==> config.mk <==
export PLATFORM = sky130hd
export DESIGN_NAME = capture_top
export DESIGN_NICKNAME = d
export VERILOG_FILES = /design/src/hw/capture_pkg.sv /design/src/hw/adc_sequencer.sv /design/src/hw/channel_capture.sv /design/src/hw/frame_drain.sv /design/src/hw/capture_top.sv
export VERILOG_INCLUDE_DIRS = /design/src /design/src/include
export SDC_FILE = /design/constraint.sdc
export NUM_CORES = 1
export LEC_CHECK = 0
export BUFFER_PORTS_ARGS = -buffer_cell sky130_fd_sc_hd__buf_2
export CORE_MARGIN = 5
export CORE_UTILIZATION = 55
export CTS_CLUSTER_DIAMETER = 30
export DETAILED_ROUTE_END_ITERATION = 8
export GPL_TIMING_DRIVEN = 0
export PLACE_DENSITY = 0.71
export SYNTH_ARGS = -nofsm -noshare
export SYNTH_HDL_FRONTEND = slang
export SYNTH_SLANG_ARGS = --single-unit
==> constraint.sdc <==
create_clock -name clk -period 4.2 [get_ports clk]
set_input_delay 0.63 -clock clk [delete_from_list [all_inputs] [get_ports clk]]
set_output_delay 0.63 -clock clk [all_outputs]
set_load 0.05 [all_outputs]
==> src/include/capture_config.svh <==
`ifndef CAPTURE_CONFIG_SVH
`define CAPTURE_CONFIG_SVH

// number of serial ADCs sharing cs_n
`define CAP_NUM_CHANNELS 4

`define CAP_SAMPLE_BITS 10     // bits per ADC conversion, MSB first

// ring buffer depth, also samples per frame
`define CAP_BUF_DEPTH 16

// samples kept after the trigger sample
// trigger lands at frame position BUF_DEPTH - POST_TRIG - 1
`define CAP_POST_TRIG 8

`define CAP_CHAN_CREDITS 2     // drain slot depth per channel

// words the drain may send before the first tx_credit
`define CAP_TX_CREDITS 4

`define CAP_SAMPLE_PERIOD 16   // clocks per conversion

`endif

==> src/hw/capture_pkg.sv <==
`default_nettype none

`include "capture_config.svh"

package capture_pkg;

    localparam int word_bits = 16;                       // one link word
    localparam int chan_bits = $clog2(`CAP_NUM_CHANNELS);
    localparam int seq_bits  = 8;                        // frame counter per channel

    typedef logic [`CAP_SAMPLE_BITS-1:0] sample_t;

    // header view, first word of every frame
    typedef struct packed {
        logic                                    tag;   // always 1 here
        logic [chan_bits-1:0]                    chan;
        logic [seq_bits-1:0]                     seq;
        logic [word_bits-2-chan_bits-seq_bits:0] pad;
    } frame_hdr_t;

    // sample view, the 16 words after the header
    typedef struct packed {
        logic                                tag;       // always 0 here
        logic [word_bits-2-`CAP_SAMPLE_BITS:0] pad;
        sample_t                             sample;
    } frame_smp_t;

    // same 16 bits, decoded by tag
    typedef union packed {
        frame_hdr_t hdr;
        frame_smp_t smp;
    } frame_word_u;

    typedef struct packed {
        logic        valid;
        frame_word_u word;
    } chan_link_t;

    typedef struct packed {
        logic bit_en;      // sample adc_data this cycle
        logic word_done;   // full word sitting in the shift registers
    } seq_ctrl_t;

endpackage

`default_nettype wire

==> src/hw/adc_sequencer.sv <==
`timescale 1ns/10ps
`default_nettype none

`include "capture_config.svh"

module adc_sequencer (
    input  wire                     clk,
    input  wire                     reset_b,
    output logic                    cs_n,
    output capture_pkg::seq_ctrl_t  seq_ctrl
);

    localparam int cnt_bits = $clog2(`CAP_SAMPLE_PERIOD);

    // cycle of the last data bit, bits sit in cycles 1..SAMPLE_BITS
    localparam logic [cnt_bits-1:0] last_bit = cnt_bits'(`CAP_SAMPLE_BITS);

    // cs_n rises and word_done pulses right after the last bit
    localparam logic [cnt_bits-1:0] done_cyc = cnt_bits'(`CAP_SAMPLE_BITS + 1);

    localparam logic [cnt_bits-1:0] last_cyc = cnt_bits'(`CAP_SAMPLE_PERIOD - 1);

    logic [cnt_bits-1:0] period_cnt;   // position inside the conversion period
    logic                bit_window;

    // reset parks the counter in the idle tail of a period
    // so cs_n is high and both strobes are low
    always_ff @(posedge clk or negedge reset_b) begin
        if (!reset_b) begin
            period_cnt <= last_cyc;
        end else if (period_cnt == last_cyc) begin
            period_cnt <= '0;                    // cs_n falls next cycle
        end else begin
            period_cnt <= period_cnt + 1'b1;
        end
    end

    assign bit_window = (period_cnt != '0) && (period_cnt <= last_bit);

    // chip select low from cycle 0 through the last bit
    assign cs_n = period_cnt > last_bit;

    assign seq_ctrl.bit_en    = bit_window;               // shared by all channels
    assign seq_ctrl.word_done = period_cnt == done_cyc;   // one clock wide

endmodule

`default_nettype wire

==> src/hw/channel_capture.sv <==
`timescale 1ns/10ps
`default_nettype none

`include "capture_config.svh"

module channel_capture #(
    parameter int chan_id = 0                    // channel field of the header
) (
    input  wire                      clk,
    input  wire                      reset_b,
    input  wire                      adc_data,
    input  wire capture_pkg::seq_ctrl_t seq_ctrl,
    input  wire capture_pkg::sample_t   threshold,
    input  wire                      credit_return,
    output capture_pkg::chan_link_t  link
);

    import capture_pkg::*;

    localparam int depth     = `CAP_BUF_DEPTH;
    localparam int ptr_bits  = $clog2(depth);
    localparam int cred_bits = $clog2(`CAP_CHAN_CREDITS + 1);

    localparam logic [ptr_bits:0]     pre_fill  = (ptr_bits + 1)'(depth - `CAP_POST_TRIG);
    localparam logic [ptr_bits:0]     last_word = (ptr_bits + 1)'(depth);
    localparam logic [ptr_bits-1:0]   post_trig = ptr_bits'(`CAP_POST_TRIG);
    localparam logic [chan_bits-1:0]  hdr_chan  = chan_bits'(chan_id);

    typedef enum logic [1:0] {
        st_arm,     // filling, trigger allowed once pre_fill reached
        st_post,    // counting samples after the trigger
        st_send     // buffer frozen, frame going out
    } state_t;

    state_t               state;
    sample_t              shift_reg;          // serial word being assembled
    sample_t              prev_sample;        // last sample written
    sample_t              ring_buf [depth];
    logic [ptr_bits-1:0]  wr_ptr;             // oldest entry once frozen
    logic [ptr_bits:0]    fill_cnt;           // saturates at pre_fill
    logic [ptr_bits-1:0]  post_cnt;
    logic [ptr_bits:0]    rd_cnt;             // 0 header, 1..depth samples
    logic [ptr_bits-1:0]  rd_ptr;
    logic [seq_bits-1:0]  seq_num;
    logic [cred_bits-1:0] credits;
    logic                 capture_en;
    logic                 trig;
    logic                 send;
    frame_word_u          word;

    always_ff @(posedge clk) begin
        if (seq_ctrl.bit_en) begin
            shift_reg <= {shift_reg[`CAP_SAMPLE_BITS-2:0], adc_data};   // MSB first
        end
    end

    // samples arriving while frozen are dropped
    assign capture_en = seq_ctrl.word_done && (state != st_send);

    // rising crossing, only once enough history is in the buffer
    assign trig = capture_en && (state == st_arm) && (fill_cnt >= pre_fill)
                  && (prev_sample <= threshold) && (shift_reg > threshold);

    always_ff @(posedge clk) begin
        if (capture_en) begin
            ring_buf[wr_ptr] <= shift_reg;
            prev_sample      <= shift_reg;
        end
    end

    always_ff @(posedge clk or negedge reset_b) begin
        if (!reset_b) begin
            state    <= st_arm;
            wr_ptr   <= '0;
            fill_cnt <= '0;
            post_cnt <= '0;
            rd_cnt   <= '0;
            seq_num  <= '0;
        end else begin
            case (state)
                st_arm: begin
                    if (capture_en) begin
                        wr_ptr <= wr_ptr + 1'b1;
                        if (fill_cnt < pre_fill) begin
                            fill_cnt <= fill_cnt + 1'b1;
                        end
                        if (trig) begin
                            state    <= st_post;
                            post_cnt <= post_trig;
                        end
                    end
                end
                st_post: begin
                    if (capture_en) begin
                        wr_ptr   <= wr_ptr + 1'b1;
                        post_cnt <= post_cnt - 1'b1;
                        if (post_cnt == 1) begin
                            state  <= st_send;     // freeze, header next cycle
                            rd_cnt <= '0;
                        end
                    end
                end
                st_send: begin
                    if (send) begin
                        if (rd_cnt == last_word) begin
                            state    <= st_arm;    // rearm with a fresh fill count
                            fill_cnt <= '0;
                            seq_num  <= seq_num + 1'b1;
                        end else begin
                            rd_cnt <= rd_cnt + 1'b1;
                        end
                    end
                end
                default: state <= st_arm;
            endcase
        end
    end

    // one credit per word, returned when the drain pops it
    assign send = (state == st_send) && (credits != '0);

    always_ff @(posedge clk or negedge reset_b) begin
        if (!reset_b) begin
            credits <= cred_bits'(`CAP_CHAN_CREDITS);
        end else begin
            credits <= credits - cred_bits'(send) + cred_bits'(credit_return);
        end
    end

    assign rd_ptr = wr_ptr + rd_cnt[ptr_bits-1:0] - 1'b1;   // oldest first

    always_comb begin
        word = '0;
        if (rd_cnt == '0) begin
            word.hdr.tag  = 1'b1;
            word.hdr.chan = hdr_chan;
            word.hdr.seq  = seq_num;
        end else begin
            word.smp.tag    = 1'b0;
            word.smp.sample = ring_buf[rd_ptr];
        end
    end

    assign link.valid = send;
    assign link.word  = word;

endmodule

`default_nettype wire

==> src/hw/frame_drain.sv <==
`timescale 1ns/10ps
`default_nettype none

`include "capture_config.svh"

module frame_drain (
    input  wire                          clk,
    input  wire                          reset_b,
    input  wire capture_pkg::chan_link_t chan_links [`CAP_NUM_CHANNELS],
    input  wire                          tx_credit,
    output logic [`CAP_NUM_CHANNELS-1:0] credit_return,
    output capture_pkg::chan_link_t      tx_link
);

    import capture_pkg::*;

    localparam int n_ch       = `CAP_NUM_CHANNELS;
    localparam int slot_depth = `CAP_CHAN_CREDITS;
    localparam int slot_bits  = $clog2(slot_depth);
    localparam int tx_bits    = $clog2(`CAP_TX_CREDITS + 1);
    localparam int smp_bits   = $clog2(`CAP_BUF_DEPTH);

    localparam logic [smp_bits-1:0] last_smp = smp_bits'(`CAP_BUF_DEPTH - 1);

    frame_word_u          head [n_ch];      // oldest word of each slot
    logic [n_ch-1:0]      slot_nempty;
    logic [tx_bits-1:0]   tx_cnt;           // credits toward the outside
    logic                 locked;           // inside a frame of cur_ch
    logic [chan_bits-1:0] cur_ch;           // last channel served
    logic [chan_bits-1:0] cand;
    logic [chan_bits-1:0] pick_ch;
    logic [chan_bits-1:0] sel_ch;
    logic                 pick_ok;
    logic                 sel_ok;
    logic                 pop;
    logic [smp_bits-1:0]  smp_cnt;          // samples sent in the locked frame
    logic                 tx_valid;
    frame_word_u          tx_word;

    for (genvar c = 0; c < n_ch; c++) begin : g_slot
        frame_word_u          mem [slot_depth];
        logic [slot_bits-1:0] wr_ptr;
        logic [slot_bits-1:0] rd_ptr;
        logic [slot_bits:0]   cnt;
        logic                 push;
        logic                 pull;

        assign push = chan_links[c].valid;           // channel credits prevent overflow
        assign pull = pop && (sel_ch == chan_bits'(c));

        assign credit_return[c] = pull;              // one pulse per popped word
        assign head[c]          = mem[rd_ptr];
        assign slot_nempty[c]   = cnt != '0;

        always_ff @(posedge clk) begin
            if (push) begin
                mem[wr_ptr] <= chan_links[c].word;
            end
        end

        always_ff @(posedge clk or negedge reset_b) begin
            if (!reset_b) begin
                wr_ptr <= '0;
                rd_ptr <= '0;
                cnt    <= '0;
            end else begin
                if (push) begin
                    wr_ptr <= wr_ptr + 1'b1;
                end
                if (pull) begin
                    rd_ptr <= rd_ptr + 1'b1;
                end
                if (push && !pull) begin
                    cnt <= cnt + 1'b1;
                end else if (pull && !push) begin
                    cnt <= cnt - 1'b1;
                end
            end
        end
    end

    // round robin from the channel after cur_ch, only slots holding a header
    always_comb begin
        pick_ok = 1'b0;
        pick_ch = cur_ch;
        cand    = cur_ch;
        for (int i = 1; i <= n_ch; i++) begin
            cand = cur_ch + chan_bits'(i);
            if (!pick_ok && slot_nempty[cand] && head[cand].hdr.tag) begin
                pick_ok = 1'b1;
                pick_ch = cand;
            end
        end
    end

    assign sel_ch = locked ? cur_ch : pick_ch;
    assign sel_ok = locked ? slot_nempty[cur_ch] : pick_ok;
    assign pop    = sel_ok && (tx_cnt != '0);   // credit spent at pop time

    always_ff @(posedge clk or negedge reset_b) begin
        if (!reset_b) begin
            tx_cnt   <= tx_bits'(`CAP_TX_CREDITS);
            tx_valid <= 1'b0;
            locked   <= 1'b0;
            cur_ch   <= chan_bits'(n_ch - 1);    // first search starts at channel 0
            smp_cnt  <= '0;
        end else begin
            tx_valid <= pop;
            if (pop && !tx_credit) begin
                tx_cnt <= tx_cnt - 1'b1;
            end else if (tx_credit && !pop) begin
                tx_cnt <= tx_cnt + 1'b1;
            end
            if (pop) begin
                if (!locked) begin
                    locked  <= 1'b1;             // header popped, hold this channel
                    cur_ch  <= pick_ch;
                    smp_cnt <= '0;
                end else if (smp_cnt == last_smp) begin
                    locked <= 1'b0;              // frame complete
                end else begin
                    smp_cnt <= smp_cnt + 1'b1;
                end
            end
        end
    end

    always_ff @(posedge clk) begin
        if (pop) begin
            tx_word <= head[sel_ch];
        end
    end

    assign tx_link.valid = tx_valid;
    assign tx_link.word  = tx_word;

endmodule

`default_nettype wire

==> src/hw/capture_top.sv <==
`timescale 1ns/10ps
`default_nettype none

`include "capture_config.svh"

module capture_top (
    input  wire                          clk,
    input  wire                          reset_b,
    input  wire [`CAP_NUM_CHANNELS-1:0]  adc_data,     // one serial line per ADC
    input  wire capture_pkg::sample_t    threshold,
    input  wire                          tx_credit,
    output logic                         cs_n,         // shared by all ADCs
    output capture_pkg::chan_link_t      tx_link
);

    import capture_pkg::*;

    seq_ctrl_t                    seq_ctrl;            // broadcast strobes
    chan_link_t                   chan_links [`CAP_NUM_CHANNELS];
    logic [`CAP_NUM_CHANNELS-1:0] credit_return;

    adc_sequencer u_seq (
        .clk      (clk),
        .reset_b  (reset_b),
        .cs_n     (cs_n),
        .seq_ctrl (seq_ctrl)
    );

    // one capture block per ADC, chan_id lands in its headers
    for (genvar c = 0; c < `CAP_NUM_CHANNELS; c++) begin : g_chan
        channel_capture #(
            .chan_id (c)
        ) u_chan (
            .clk           (clk),
            .reset_b       (reset_b),
            .adc_data      (adc_data[c]),
            .seq_ctrl      (seq_ctrl),
            .threshold     (threshold),
            .credit_return (credit_return[c]),
            .link          (chan_links[c])
        );
    end

    frame_drain u_drain (
        .clk           (clk),
        .reset_b       (reset_b),
        .chan_links    (chan_links),
        .tx_credit     (tx_credit),
        .credit_return (credit_return),
        .tx_link       (tx_link)
    );

endmodule

`default_nettype wire

After elaboration in Yosys (flattened, before gate mapping):

Memory sizes are Yosys's and may differ from the RTL's.
Cells that the tools add are included.
Widths: inputs -> output; s select.

* bits in registers: 247
* memory bits (writable): 762
* bits of input ports: 17
* output and inout port bits: 18
* logic and storage cells: 502
* memories: 8

Memory list
* g_chan[0].u_chan.ring_buf: depth 16, bits a word 10, read ports 1, clocked after memory_dff 0, write ports 1, line channel_capture.sv:38 `sample_t ring_buf [depth];`
* g_chan[1].u_chan.ring_buf: depth 16, bits a word 10, read ports 1, clocked after memory_dff 0, write ports 1, line channel_capture.sv:38
* g_chan[2].u_chan.ring_buf: depth 16, bits a word 10, read ports 1, clocked after memory_dff 0, write ports 1, line channel_capture.sv:38
* g_chan[3].u_chan.ring_buf: depth 16, bits a word 10, read ports 1, clocked after memory_dff 0, write ports 1, line channel_capture.sv:38
* u_drain.g_slot[2].mem: depth 2, bits a word 16, read ports 1, clocked after memory_dff 0, write ports 1, line frame_drain.sv:41 `frame_word_u mem [slot_depth];`
* u_drain.g_slot[3].mem: depth 2, bits a word 16, read ports 1, clocked after memory_dff 0, write ports 1, line frame_drain.sv:41
* 2 more memories

* add/sub/neg operators: 59
* $lt $le $gt $ge: 27
* eq/ne operators: 59
* muxes and demuxes: 164
* bitwise gates (word level): 5
* reduce and logical (&&, ||, !) cells: 125

Operators with widths (count)
* $mux 5: 42
* $bmux 16 s2: 5
* $mux 16: 10
* $pmux 5 s2: 8
* $mux 2: 37
* $mux 4: 16
* $reduce_bool 2->1: 25
* $ne 2x1->1 const B: 24
* $logic_and 1x1->1: 47
* $add 5x1->5 const B: 8
* $gt 10x10->1: 4
* $le 10x10->1: 4
* $reduce_and 5->1: 8
* $add 8x1->8 const B: 4
* $pmux 4 s2: 4
* $sub 4x1->4 const B: 8
* $mux 1: 31
* $ne 2x2->1 const B: 13
* $add 4x1->4 const B: 6
* $pmux 2 s3: 4
* $reduce_and 6->1: 4
* $eq 5x5->1 const B: 4
* $ge 5x4->1 const B: 4
* $logic_not 5->1: 4
* 29 further kinds: 115

Logic depth before layout (Yosys ltp):

Gate-level depths: netlist (run 1).

* word-level depth: 25
* depth in mapped cells: 13
* mapped depth without buffers: 11

Modules after synthesis:

Synthesis (run 1) repeated with hierarchy kept, for this count alone.

* cells, all modules: 2569
* area total of the unflattened synthesis: 44380.1 um^2

By module, submodules not included
* channel_capture at g_chan[1].u_chan ...: times used 2, cells each 521, area an instance 9186.3 um^2, sequential area each 6157.2 um^2
* channel_capture at g_chan[3].u_chan: times used 1, cells each 520, area an instance 9182.6 um^2, sequential area each 6157.2 um^2
* channel_capture at g_chan[0].u_chan: times used 1, cells each 525, area an instance 9171.3 um^2, sequential area each 6157.2 um^2
* frame_drain: times used 1, cells each 460, area an instance 7425.9 um^2, sequential area each 5003.5 um^2
* adc_sequencer: times used 1, cells each 22, area an instance 227.7 um^2, sequential area each 105.1 um^2

Worst setup path before layout (run 1):

Ideal clock, no wire load.

* path kind: reg-to-reg
* start point: reg u_seq.period_cnt[1]
* end point: reg g_chan[0].u_chan.shift_reg[0] (enable)
* library setup time: 451 ps
* arrival: 3096 ps
* required time: 3749 ps
* path slack: 654 ps
* stages on the path, launching flop included: 5
* buffers on the path: 0
* clock period less this slack: 3546 ps
* path through: dfstp_2 ha_1 o21ai_0 and2_1 a21oi_1

* longest elaborated chain between the ends: 2
* elaborated cells between the ends (all ways): 3
* classes of those cells: order compare (1); reduce/logical (2)

Ends and longest elaborated chain
* start, declared: line adc_sequencer.sv:23 `logic [cnt_bits-1:0] period_cnt;`
* start signal, assigned: line adc_sequencer.sv:30 `period_cnt <= last_cyc;`
* start signal, assigned: line adc_sequencer.sv:34 `period_cnt <= period_cnt + 1'b1;`
* $le 4x4->1 / $reduce_bool 4->1 (equally long branches): line adc_sequencer.sv:38 `assign bit_window = (period_cnt != '0) && (period_cnt <= last_bit);`
* $logic_and 1x1->1 *: line adc_sequencer.sv:38
* net u_seq.bit_window: line adc_sequencer.sv:24 `logic bit_window;`
* end signal, assigned: line channel_capture.sv:53 `` shift_reg <= {shift_reg[`CAP_SAMPLE_BITS-2:0], adc_data}; ``
* end, declared: line channel_capture.sv:36 `sample_t shift_reg;`

The timed path passes the listed nets; every way through them passes the cells marked *.
A chain may end at the register's enable or synchronous reset.

==> results_dict.tcl, run 1 <==
set metrics [dict create \
    outcome "complete, no violations" \
    async_flop_share_pct 15.1 \
    largest_register "g_chan.u_chan.ring_buf" \
    dr.pass1.iters 6 \
    r2r-end "u_drain.g_slot[2].mem[0][5]" \
    drc 0 \
    hold_depth 1 \
    syn-num-nets 2660 \
    grt_max_degree 82 \
    critPathLaunchType "register" \
    antenna_found_initial 5 \
    wl_per_cell_um 23.7 \
    clk_pin_slew_worst_paths_ns 0.05 \
    ant_nets 0 \
    syn_area_um2 42800 \
    vias_per_cell 5.97 \
    dpl.hpwl_um 60600 \
    hp-class "in -> reg" \
    gp_congestion 0.871 \
    critPathArrivalTime_ns 4.50 \
    fin_crit_sh_pct 95.7 \
    hold_start "adc_data[1]" \
    slowest_delay_ns 0.60 \
    critPathBufInv 4 \
    synthTopCellsByArea "edfxtp_1, mux4_2, dfrtp_1" \
    dp_slack_ns 0.00335 \
    vias 23352 \
    dieHeight_um 289 \
    relSlewSlack_pct 12.5 \
    path_delay_family "buffers and inverters" \
    die_w_um 289 \
    cts_made_buffers 182 \
    synthFlopType "edfxtp_1" \
    worstPathRequired_ns 4.68 \
    crit_chain "clkbuf_1, inv_1, ha_1, inv_1, fa_1, xnor2_1, xnor2_1, buf_4, mux4_1, mux2_2" \
    finalSetupViolations 0 \
    ys_warn_count 0 \
    drtIter0Drc 2469 \
    rows 102 \
    syn_avg_cell_area_um2 17.3 \
    slew_violations 0 \
    cts_max_path_buffers 3 \
    grt_use_total_pct 22.7 \
    cts_num_sinks 999 \
    syn_to_final_growth_pct 18.8 \
    hold_viol_final 0 \
    end_kind "register" \
    ios 35 \
    synth_seq_cells 999 \
    grt_pass1_wl_um 144000 \
    biggestRegsByFlops "g_chan.u_chan.ring_buf: 640 flops, u_drain.g_slot.mem: 112 flops" \
    slowest_stage "mux4_1" \
    p_per_area_nw_per_um2 497 \
    drive_gt1_share_pct 22.6 \
    initial_core_util_pct 55.3 \
    yosys.area.top_type "edfxtp_1" \
    min_period_ns 4.02 \
    layout_setup_ws_ns 0.179 \
    hold-path-endpoint "g_chan[1].u_chan.shift_reg[0]" \
    final_nets 2897 \
    max_freq_mhz 249 \
    path_max_fanout 9 \
    cap_violations 0 \
    path_class "reg -> reg" \
    worstRegToRegCells 10 \
    total_power_w 0.0253 \
    clock_latency_ns 0.75 \
    rsz0062_at_grt "no" \
    largest_reg_flops 640 \
    skew_ns 0.0508 \
    synth.most_common_cell "edfxtp_1" \
    io_buffers 34 \
    synth_cell_type_count 81 \
    htreeDepth 4 \
    ys_seq_area_share_pct 68.4 \
    synth_top_area_share_pct 59.6 \
    synthCells 2475 \
    cts_tree "done" \
    synth_common_cells "edfxtp_1, mux4_2, ha_1" \
    cts_root_buffer "clkbuf_16" \
    synth_edf_count 848 \
    vdd_drop_max_v 0.000375 \
    setup_tns_ns 0 \
    leakagePower_nw 18.2 \
    worst_slew_pin_slew_ns 1.31 \
    grt_overflow 0 \
    grt_pass1_vias 24065 \
    fp.coreArea_um2 77300 \
    r2r_slack_ns 0.18 \
    dieArea_um2 83400 \
    wirelength_um 92800 \
    reg2reg_from "g_chan[2].u_chan.wr_ptr[2]" \
]
==> power by group <==
part           switching, W  internal (W)
clock network       0.00519       0.00919
registers         0.0000117        0.0107
logic              0.000133     0.0000669
total               0.00533        0.0199
==> cells in the final DEF (no fill, tap or decap), drive strengths merged, types with 19 or more instances in the layout <==
| cell type | count |
|---|---|
| and3 | 21 |
| clkbuf | 251 |
| a21oi | 35 |
| xnor2 | 70 |
| inv | 137 |
| nand4 | 39 |
| mux4 | 202 |
| edfxtp | 848 |
| ha | 163 |
| buf | 91 |
| nor3 | 41 |
| mux2 | 34 |
| o21ai | 66 |
| nor2b | 34 |
| a21o | 19 |
| nand3 | 30 |
| dfrtp | 140 |
| and2 | 28 |
| clkinv | 68 |
| nor2 | 154 |
| clkinvlp | 25 |
| nand2 | 100 |
| mux2i | 63 |
==> final cells by class <==
cell class | instances | area (um^2)
Clock inverter | 134 | 1510
Tap cell | 1040 | 1300
Fill cell | 5138 | 26500
Buffer | 83 | 389
Sequential cell | 999 | 29300
Clock buffer | 208 | 4680
Multi-Input combinational cell | 1280 | 12800
Inverter | 113 | 424
Antenna cell | 1 | 2.50
Timing Repair Buffer | 53 | 400
==> layer usage <==
metal	share of wire, %	track usage [%]	up-vias
met3	6.8	4.76	159
met2	48	35.4	848
met5	0	0	-
met1	44	33.2	12066
li1	-	-	10279
met4	1.8	6.14	0
==> through the flow <==
step | hold slack (ns) | util, % | instance area (um^2) | cells
6_report | 0.0716 | 65.7 | 50800 | 3911
5_1_grt | 0.0382 | 65.7 | 50800 | 3910
3_5_place_dp | 0.467 | 57.6 | 44600 | 3566
4_1_cts | 0.0282 | 65.6 | 50800 | 3909
3_3_place_gp | 0.459 | 57.2 | 44200 | 3549
2_1_floorplan | 0.334 | - | 42800 | 2475
==> worst max path at each step <==
stage | startpoint | to | slack [ns] | depth (start not counted)
after CTS | g_chan[3].u_chan.wr_ptr[2] | u_drain.g_slot[3].mem[0][7] | 0.009 | 9
final | g_chan[2].u_chan.wr_ptr[2] | u_drain.g_slot[2].mem[0][5] | 0.18 | 10
after global placement | u_seq.period_cnt[1] | g_chan[3].u_chan.shift_reg[0] | -1.76 | 4
after global routing | g_chan[2].u_chan.wr_ptr[2] | u_drain.g_slot[2].mem[0][9] | 0.02 | 10
after detailed placement | g_chan[3].u_chan.wr_ptr[2] | u_drain.g_slot[3].mem[0][5] | 0.003 | 9
after floorplan | u_seq.period_cnt[1] | g_chan[0].u_chan.shift_reg[0] | 0.65 | 4
==> worst register-to-register path: stages, from the launching register on <==
cell and delay [ns]:
dfrtp_1 0.32, clkbuf_1 0.46, inv_1 0.28, ha_1 0.34, inv_1 0.05, fa_1 0.44
xnor2_1 0.15, xnor2_1 0.51, buf_4 0.31, mux4_1 0.60, mux2_2 0.32
==> timing repair <==
action | CTS | global route
gates resized for setup | 2 | 8
endpoints found under the hold margin | 72 | 0
buffers inserted | 0 | 0
hold buffers | 1 | 0
setup endpoints to repair | 6 | 48
==> cells by family (layout without fill, tap and decap cells) <==
group | count (synthesis) | in the layout | share of synthesized area [%]
other | 0 | 1 | 0
adder cells (fa/ha/maj) | 168 | 168 | 5.00
AND/OR/NAND/NOR | 494 | 494 | 5.66
AO/OA/AOI/OAI | 231 | 231 | 3.87
XOR/XNOR | 88 | 88 | 1.80
buffers and inverters | 196 | 591 | 1.88
flip-flops | 999 | 999 | 68.4
multiplexers | 299 | 299 | 13.4
Note: power is estimated with default switching activity, not from simulation.
==> run 2, diff against run 1 <==
- CORE_UTILIZATION: 55 -> 50
- PLACE_DENSITY: 0.71 -> 0.65
==> run 2 against run 1 <==
First-iteration DRC count down 16%. Utilization is 5.7 points lower. Non-clock buffer count increased by 1. Die area grew 9.6%. Final cell count is 2.4% higher. Via count shrank 1.6%. Register-to-register slack improved by 0.03 ns. Critical path type unchanged.
==> results_dict.tcl, run 2 (synthesized netlist as in run 1, its figures left out) <==
set metrics [dict create \
    outcome "complete, no violations" \
    hold_viol_final 0 \
    layout_commonest_cell "edfxtp_1" \
    worst_slew_pin_slew_ns 1.26 \
    skew_ns 0.0249 \
    hold_depth 1 \
    cts_made_buffers 175 \
    path_max_fanout 19 \
    rsz0062_at_grt "yes" \
    final_cell_mix "edfxtp_1, clkbuf_16, mux4_2, ha_1, nor2_1" \
    cts_max_path_buffers 3 \
    grt_pass1_vias 23844 \
    critPathLaunchType "register" \
    critPathBufInv 2 \
    crit_chain "ha_1, nand3b_4, or2_1, inv_1, clkbuf_1, nand2_1, nor2_1" \
    p_comb_share_pct 0.8 \
    fin_area_um2 51000 \
    htreeDepth 4 \
    p_sw_w 0.00520 \
    vdd_drop_max_v 0.000393 \
    drtIter0Drc 2079 \
    cts_root_buffer "clkbuf_16" \
    power.internal_w 0.0203 \
    grt_pass1_wl_um 142000 \
    initial_core_util_pct 50.3 \
    ios 35 \
    worstPathRequired_ns 4.55 \
    worstRegToRegCells 7 \
    leakagePower_nw 18.3 \
    grt_max_degree 96 \
    r2r_slack_ns 0.20 \
    netSwitchingFraction_pct 20.4 \
    fin_crit_sh_pct 95.1 \
    slowest_stage "nor2_1" \
    cts_tree "done" \
    critPathArrivalTime_ns 4.35 \
    io_buffers 34 \
    rows 107 \
    final_nets 2891 \
    die_w_um 302 \
    min_period_ns 4.00 \
    drc 0 \
    largest_reg_flops 640 \
    clk_pin_slew_worst_paths_ns 0.05 \
    drive_gt1_share_pct 22.6 \
    instances_no_fill 4003 \
    slowest_delay_ns 0.88 \
    biggestRegsByFlops "g_chan.u_chan.ring_buf: 640 flops, u_drain.g_slot.mem: 112 flops" \
    wirelength_um 92900 \
    clock_latency_ns 0.75 \
    slew_violations 0 \
    dieHeight_um 302 \
    grt_overflow 0 \
    power_frac_clock_pct 57.3 \
    hp-class "in -> reg" \
    end_kind "register" \
    gp_congestion 0.877 \
    worst-path-stages 7 \
    path_delay_family "simple AND/OR/NAND/NOR gates" \
    path_class "reg -> reg" \
    ant_nets 0 \
    grt_use_total_pct 20.6 \
    syn_to_final_growth_pct 19.3 \
    vias_per_cell 5.74 \
    vias 22989 \
    cap_violations 0 \
    dieArea_um2 91500 \
    dpl.hpwl_um 61500 \
    hold_ws_ns 0.0663 \
    place_inst 3672 \
    relSlewSlack_pct 15.8 \
    p_per_area_nw_per_um2 500 \
    seqPwrFrac_pct 41.9 \
    wl_per_cell_um 23.2 \
    placed_area_um2 44800 \
    antenna_found_initial 2 \
    max_freq_mhz 250 \
    fin_util_pct 60.0 \
    largest_register "g_chan.u_chan.ring_buf" \
    setup_tns_ns 0 \
    finalSetupViolations 0 \
    dr.pass1.iters 7 \
    fp.coreArea_um2 85000 \
    cts_num_sinks 999 \
]
run 2: cell types whose count changed in the layout (fill, tap and decap cells not counted), moves of 4 or more:
cell        delta
buf_6          +6
clkbuf_1       -6
bufinv_16     +10
inv_16         +4
clkbuf_16      -6
clkinv_16      -5
clkinvlp_4     -7
buf_4          -5
run 2: worst register-to-register path: stages, from the launching register on:
cell and delay (ns):
dfstp_2 0.55, ha_1 0.29, nand3b_4 0.27, or2_1 0.38, inv_1 0.12, clkbuf_1 0.76
nand2_1 0.36, nor2_1 0.88
run 2: metrics by stage:
| step | setup slack (ns) | power [W] |
|---|---|---|
| CTS | 0.0126 | 0.0257 |
| global placement | -1.61 | 0.0110 |
| floorplan | 0.654 | 0.0110 |
| global route | -0.0285 | 0.0262 |
| detailed placement | 0.0259 | 0.0111 |
| finish | 0.205 | 0.0255 |
run 2: final timing paths:
kind,start,endpoint
setup / recovery,u_seq.period_cnt[1],g_chan[3].u_chan.ring_buf[7][0]
hold / removal,adc_data[1],g_chan[1].u_chan.shift_reg[0]
setup reg to reg,u_seq.period_cnt[1],g_chan[3].u_chan.ring_buf[7][0]
hold reg to reg,g_chan[1].u_chan.seq_num[7],g_chan[1].u_chan.seq_num[7]
max in group asynchronous,reset_b,g_chan[2].u_chan.seq_num[7]
min in group asynchronous,reset_b,g_chan[0].u_chan.wr_ptr[2]
run 2: area by class of cell:
type,count,area (um^2)
inverter,113,424
fill,6081,34000
timing repair buffer,54,430
clock inverter,130,1670
tap,1144,1430
antenna,2,5.00
clock buffer,198,4540
buffer,83,383
multi-input combinational,1280,12900
sequential,999,29300
run 2: repair_timing:
action | 4_1_cts | 5_1_grt
gates resized for setup | 0 | 9
hold buffers | 1 | 0
hold endpoints to repair | 50 | 0
setup buffers | 0 | 0
setup endpoints to repair | 0 | 68
run 2: power groups by stage:
stage	clock network (W)	logic (W)	registers, W
floorplan	0	0.000106	0.0109
global placement	0	0.000192	0.0109
detailed placement	0	0.000206	0.0109
CTS	0.0148	0.000211	0.0107
global route	0.0153	0.000235	0.0107
finish	0.0146	0.000205	0.0107
run 2: metal layers:
layer  vias to the layer above  global-route usage [%]  routed length [um]
li1                      10255                       -                   -
met1                     11865                    29.5               41000
met2                       734                    32.8               44600
met3                       135                    4.14                5320
met4                         0                    6.06                1940
met5                         -                       0                   0
